==> config.mk <==
export PLATFORM = sky130hd
export DESIGN_NAME = axil_reg_bank
export DESIGN_NICKNAME = d
export VERILOG_FILES = /design/src/logic/axil_xbar_pkg.sv /design/src/logic/axil_reg_bank.sv
export SDC_FILE = /design/constraint.sdc
export NUM_CORES = 1
export LEC_CHECK = 0
export BUFFER_PORTS_ARGS = -buffer_cell sky130_fd_sc_hd__buf_4
export CAP_MARGIN = 20
export CORE_UTILIZATION = 54
export DETAILED_ROUTE_END_ITERATION = 10
export PLACE_DENSITY = 0.79
export SETUP_SLACK_MARGIN = 0.1
export SYNTH_ARGS = -nofsm -noshare
export SYNTH_HDL_FRONTEND = slang
export SYNTH_SLANG_ARGS = --single-unit
==> constraint.sdc <==
create_clock -name clock -period 3.4 [get_ports clock]
set_clock_uncertainty 0.2 [all_clocks]
set_input_delay 0.34 -clock clock [delete_from_list [all_inputs] [get_ports clock]]
set_output_delay 0.34 -clock clock [all_outputs]
set_load 0.01 [all_outputs]
==> src/logic/axil_xbar_pkg.sv <==
package axil_xbar_pkg;

    // Port counts
    localparam int NM = 2;
    localparam int NS = 3;

    // Bus widths
    localparam int ADDR_W = 32;
    localparam int DATA_W = 32;
    localparam int STRB_W = DATA_W / 8;

    // Address map, one 4 KiB window per register bank
    localparam logic [NS-1:0][ADDR_W-1:0] SLAVE_BASE = {
        32'h0000_3000,
        32'h0000_2000,
        32'h0000_1000
    };
    localparam logic [ADDR_W-1:0] SLAVE_MASK = 32'hFFFF_F000;

    // Target index, value NS selects the decode-error responder
    localparam int TGT_W = 2;

    // AXI response codes
    localparam logic [1:0] RESP_OKAY   = 2'b00;
    localparam logic [1:0] RESP_DECERR = 2'b11;

    typedef struct packed {
        logic [ADDR_W-1:0] addr;
    } axil_aw_t;

    typedef struct packed {
        logic [DATA_W-1:0] data;
        logic [STRB_W-1:0] strb;
    } axil_w_t;

    typedef struct packed {
        logic [1:0] resp;
    } axil_b_t;

    typedef struct packed {
        logic [ADDR_W-1:0] addr;
    } axil_ar_t;

    typedef struct packed {
        logic [DATA_W-1:0] data;
        logic [1:0]        resp;
    } axil_r_t;

endpackage

==> src/logic/axil_reg_bank.sv <==
module axil_reg_bank (
    input  logic                    clock,
    input  logic                    arst_n,
    input  axil_xbar_pkg::axil_aw_t aw,
    input  logic                    aw_valid,
    output logic                    aw_ready,
    input  axil_xbar_pkg::axil_w_t  w,
    input  logic                    w_valid,
    output logic                    w_ready,
    output axil_xbar_pkg::axil_b_t  b,
    output logic                    b_valid,
    input  logic                    b_ready,
    input  axil_xbar_pkg::axil_ar_t ar,
    input  logic                    ar_valid,
    output logic                    ar_ready,
    output axil_xbar_pkg::axil_r_t  r,
    output logic                    r_valid,
    input  logic                    r_ready
);

    logic [axil_xbar_pkg::DATA_W-1:0] regs [4];
    logic [axil_xbar_pkg::DATA_W-1:0] r_data;
    logic                             wr_fire;
    logic                             rd_fire;

    // Address and data taken together, one response at a time
    assign wr_fire  = aw_valid && w_valid && !b_valid;
    assign aw_ready = wr_fire;
    assign w_ready  = wr_fire;
    assign b        = '{resp: axil_xbar_pkg::RESP_OKAY};

    assign ar_ready = !r_valid;
    assign rd_fire  = ar_valid && ar_ready;
    assign r        = '{data: r_data, resp: axil_xbar_pkg::RESP_OKAY};

    always_ff @(posedge clock or negedge arst_n) begin
        if (!arst_n) begin
            for (int i = 0; i < 4; i++) begin
                regs[i] <= '0;
            end
            b_valid <= 1'b0;
            r_valid <= 1'b0;
        end else begin
            if (wr_fire) begin
                // Byte lanes with strobe clear keep their value
                for (int i = 0; i < axil_xbar_pkg::STRB_W; i++) begin
                    if (w.strb[i]) begin
                        regs[aw.addr[3:2]][8*i +: 8] <= w.data[8*i +: 8];
                    end
                end
                b_valid <= 1'b1;
            end else if (b_ready) begin
                b_valid <= 1'b0;
            end
            if (rd_fire) begin
                r_valid <= 1'b1;
            end else if (r_ready) begin
                r_valid <= 1'b0;
            end
        end
    end

    always_ff @(posedge clock) begin
        if (rd_fire) begin
            r_data <= regs[ar.addr[3:2]];
        end
    end

endmodule

==> flow_summary.yaml <==
cts:
  clk_pin_slew_ps: 60
  clock_sinks: 162
  root_buffer: "clkbuf_16"
  hold_buffers: 34
  postCtsResizedCells: 0
  numCtsBuffers: 17
  max-clock-path-buffers: 2
  post_cts_buffers: 0
  h-tree-depth: 4
  insertion_delay_ps: 410
  cts_tree: "done"
worst_setup_path:
  cpPeakStageDelay_ps: 510
  cp_max_fo: 8
  critPathArrivalTime_ps: 2120
  worstSetupPathType: "reg -> reg"
  cp_num_cells: 3
  path_buf_inv: 0
  slowest_stage: "nor2_2"
  setup.worst_path.start_class: "register"
  worstSetupEndpointType: "register"
  ff2ff_path_depth: 3
  cp.required_ps: 3500
  crit_chain: "nand4b_1 > nor2_2 > mux2_2"
  cpLargestDelayFamily: "simple AND/OR/NAND/NOR gates"
placed_design:
  portBuffers: 83
  placed_cell_area_um2: 7450
  dp_hpwl_um: 7950
  finalWeightedCongestion: 0.710
run_status:
  status: "finished, final reports clean"
timing:
  rsz0062_at_grt: "no"
  tns_ps: 0
  fin_crit_sh_pct: 59.5
  setup_viol: 0
  period_needed_ps: 2020
  tightest_slew_ps: 818
  drv_slew: 0
  hold_viol: 0
  relSlewSlack_pct: 45.4
  fmax_mhz: 495
  hold-worst-slack_ps: 32.7
pwr:
  peakVddDrop_v: 0.000402
  p_per_area_nw_per_um2: 625
  leakage_uw: 0.00359
  p_total_uw: 5200
logic_synthesis:
  synth_warnings: 0
  yosys.area.top_type: "dfrtp_1"
  synth_top_area_share_pct: 48.7
  syn_area_um2: 6680
  synthArstFlopShare_pct: 80.2
  synthFlopType: "dfrtp_1"
  synth-seq-cells: 162
  syn-instance-count: 368
  synthTopCellsByArea: "dfrtp_1, mux2_2, edfxtp_1"
  ys_seq_area_share_pct: 63.1
  avgSynthCellArea_um2: 18.2
  yosys.cell_types.count: 22
  synth_edf_count: 32
grt:
  grt_usage_pct: 21.9
  antenna_found_initial: 0
  grt_max_degree: 69
  grt_pass1_vias: 3917
  grt_overflow: 0
  grt_pass1_wl_um: 20600
drt:
  viasPerCell: 5.58
  ant_nets: 0
  drc: 0
  post_drt_wl_per_cell_um: 19.2
  drt-total-wl_um: 12600
  via_count: 3649
  drt_iter0_markers: 216
  drtPass1Iterations: 4
floorplan:
  io_pins: 148
  initial_core_util_pct: 55.6
  chipHeight_um: 113
  die-area_um2: 12800
  die_w_um: 113
  core_um2: 12000
  rows: 40
layout:
  fin_area_um2: 8310
  num-nets-final: 601
  syn2layout_area_growth_pct: 24.4
  drive_above_1_share_pct: 55.8
  n_antenna_cell: 0
worst_hold_path:
  min_delay_path_depth: 3
  hold_class: "in -> reg"
run:
  cap_violations: 0
cells in the mapped netlist (2+ instances only):
| cell type | number |
|---|---|
| buf_2 | 5 |
| buf_4 | 5 |
| clkbuf_1 | 4 |
| dfrtp_1 | 130 |
| edfxtp_1 | 32 |
| inv_1 | 2 |
| mux2_1 | 5 |
| mux2_2 | 123 |
| mux4_2 | 32 |
| nand2b_1 | 2 |
| nand3_2 | 4 |
| nand4b_1 | 4 |
| nor2_2 | 10 |
| nor2_4 | 2 |
area by class of cell:
class / count / area, µm²
sequential: 162 / 4210
multi-input combinational: 192 / 2400
timing repair buffer: 119 / 1010
tap: 147 / 184
fill: 823 / 3700
clock buffer: 24 / 462
clock inverter: 8 / 37.5
inverter: 2 / 7.51
per-stage QoR:
step	setup WS (ps)	util [%]	cells
6_report	1380	69.2	654
3_5_place_dp	1370	62.0	587
5_1_grt	1280	69.2	654
3_3_place_gp	1390	62.0	587
4_1_cts	1350	69.0	653
2_1_floorplan	876	-	371
registers in the layout, summed over array words and instances (netlist names):
signal / cells
b_valid: 1
r_data: 32
r_valid: 1
regs: 128
cells in the final DEF, fill, tap and decap left out, drive strengths merged:
master,instances
nor2b,1
edfxtp,32
nor2,13
nand3,4
nand2,1
a21o,1
mux2,128
and3b,1
mux4,32
o21bai,1
dfrtp,130
clkinv,8
buf,85
dlygate4sd3,34
clkbuf,24
nand4b,4
nand2b,2
conb,4
inv,2
per-layer routing:
layer | vias to the layer above | wire length (µm) | track usage (%)
met5 | - | 0 | 0
met4 | 0 | 233 | 9.39
met3 | 20 | 494 | 5.03
met2 | 76 | 6260 | 34.6
met1 | 1918 | 5570 | 29.5
li1 | 1635 | - | -
worst paths after layout:
check                      startpoint       end  slack, ps
hold reg to reg              regs[77]  regs[77]        290
max in group asynchronous      arst_n  regs[49]       1800
setup / recovery              b_valid  regs[19]       1380
setup reg to reg              b_valid  regs[19]       1380
min in group asynchronous      arst_n   regs[8]        360
hold / removal                b_ready   b_valid         30
cell families (layout without fill, tap and decap cells):
family,count (synthesis),count (layout),synth area share [%]
compound gates,2,2,0.244
buf+inv,17,153,1.33
flops,162,162,63.1
mux,160,160,32.4
other cells,1,4,0.0561
simple gates,26,26,2.94
power breakdown:
group	total (µW)	switching [µW]	internal, µW
Clock	1630	694	938
Sequential	2680	207	2470
Combinational	885	300	585
Total	5200	1200	3990
worst min-delay path, stage by stage:
cell and delay [ps]:
buf_4 120, inv_1 50, a21o_2 110
Note: power is estimated with default switching activity, not from simulation.
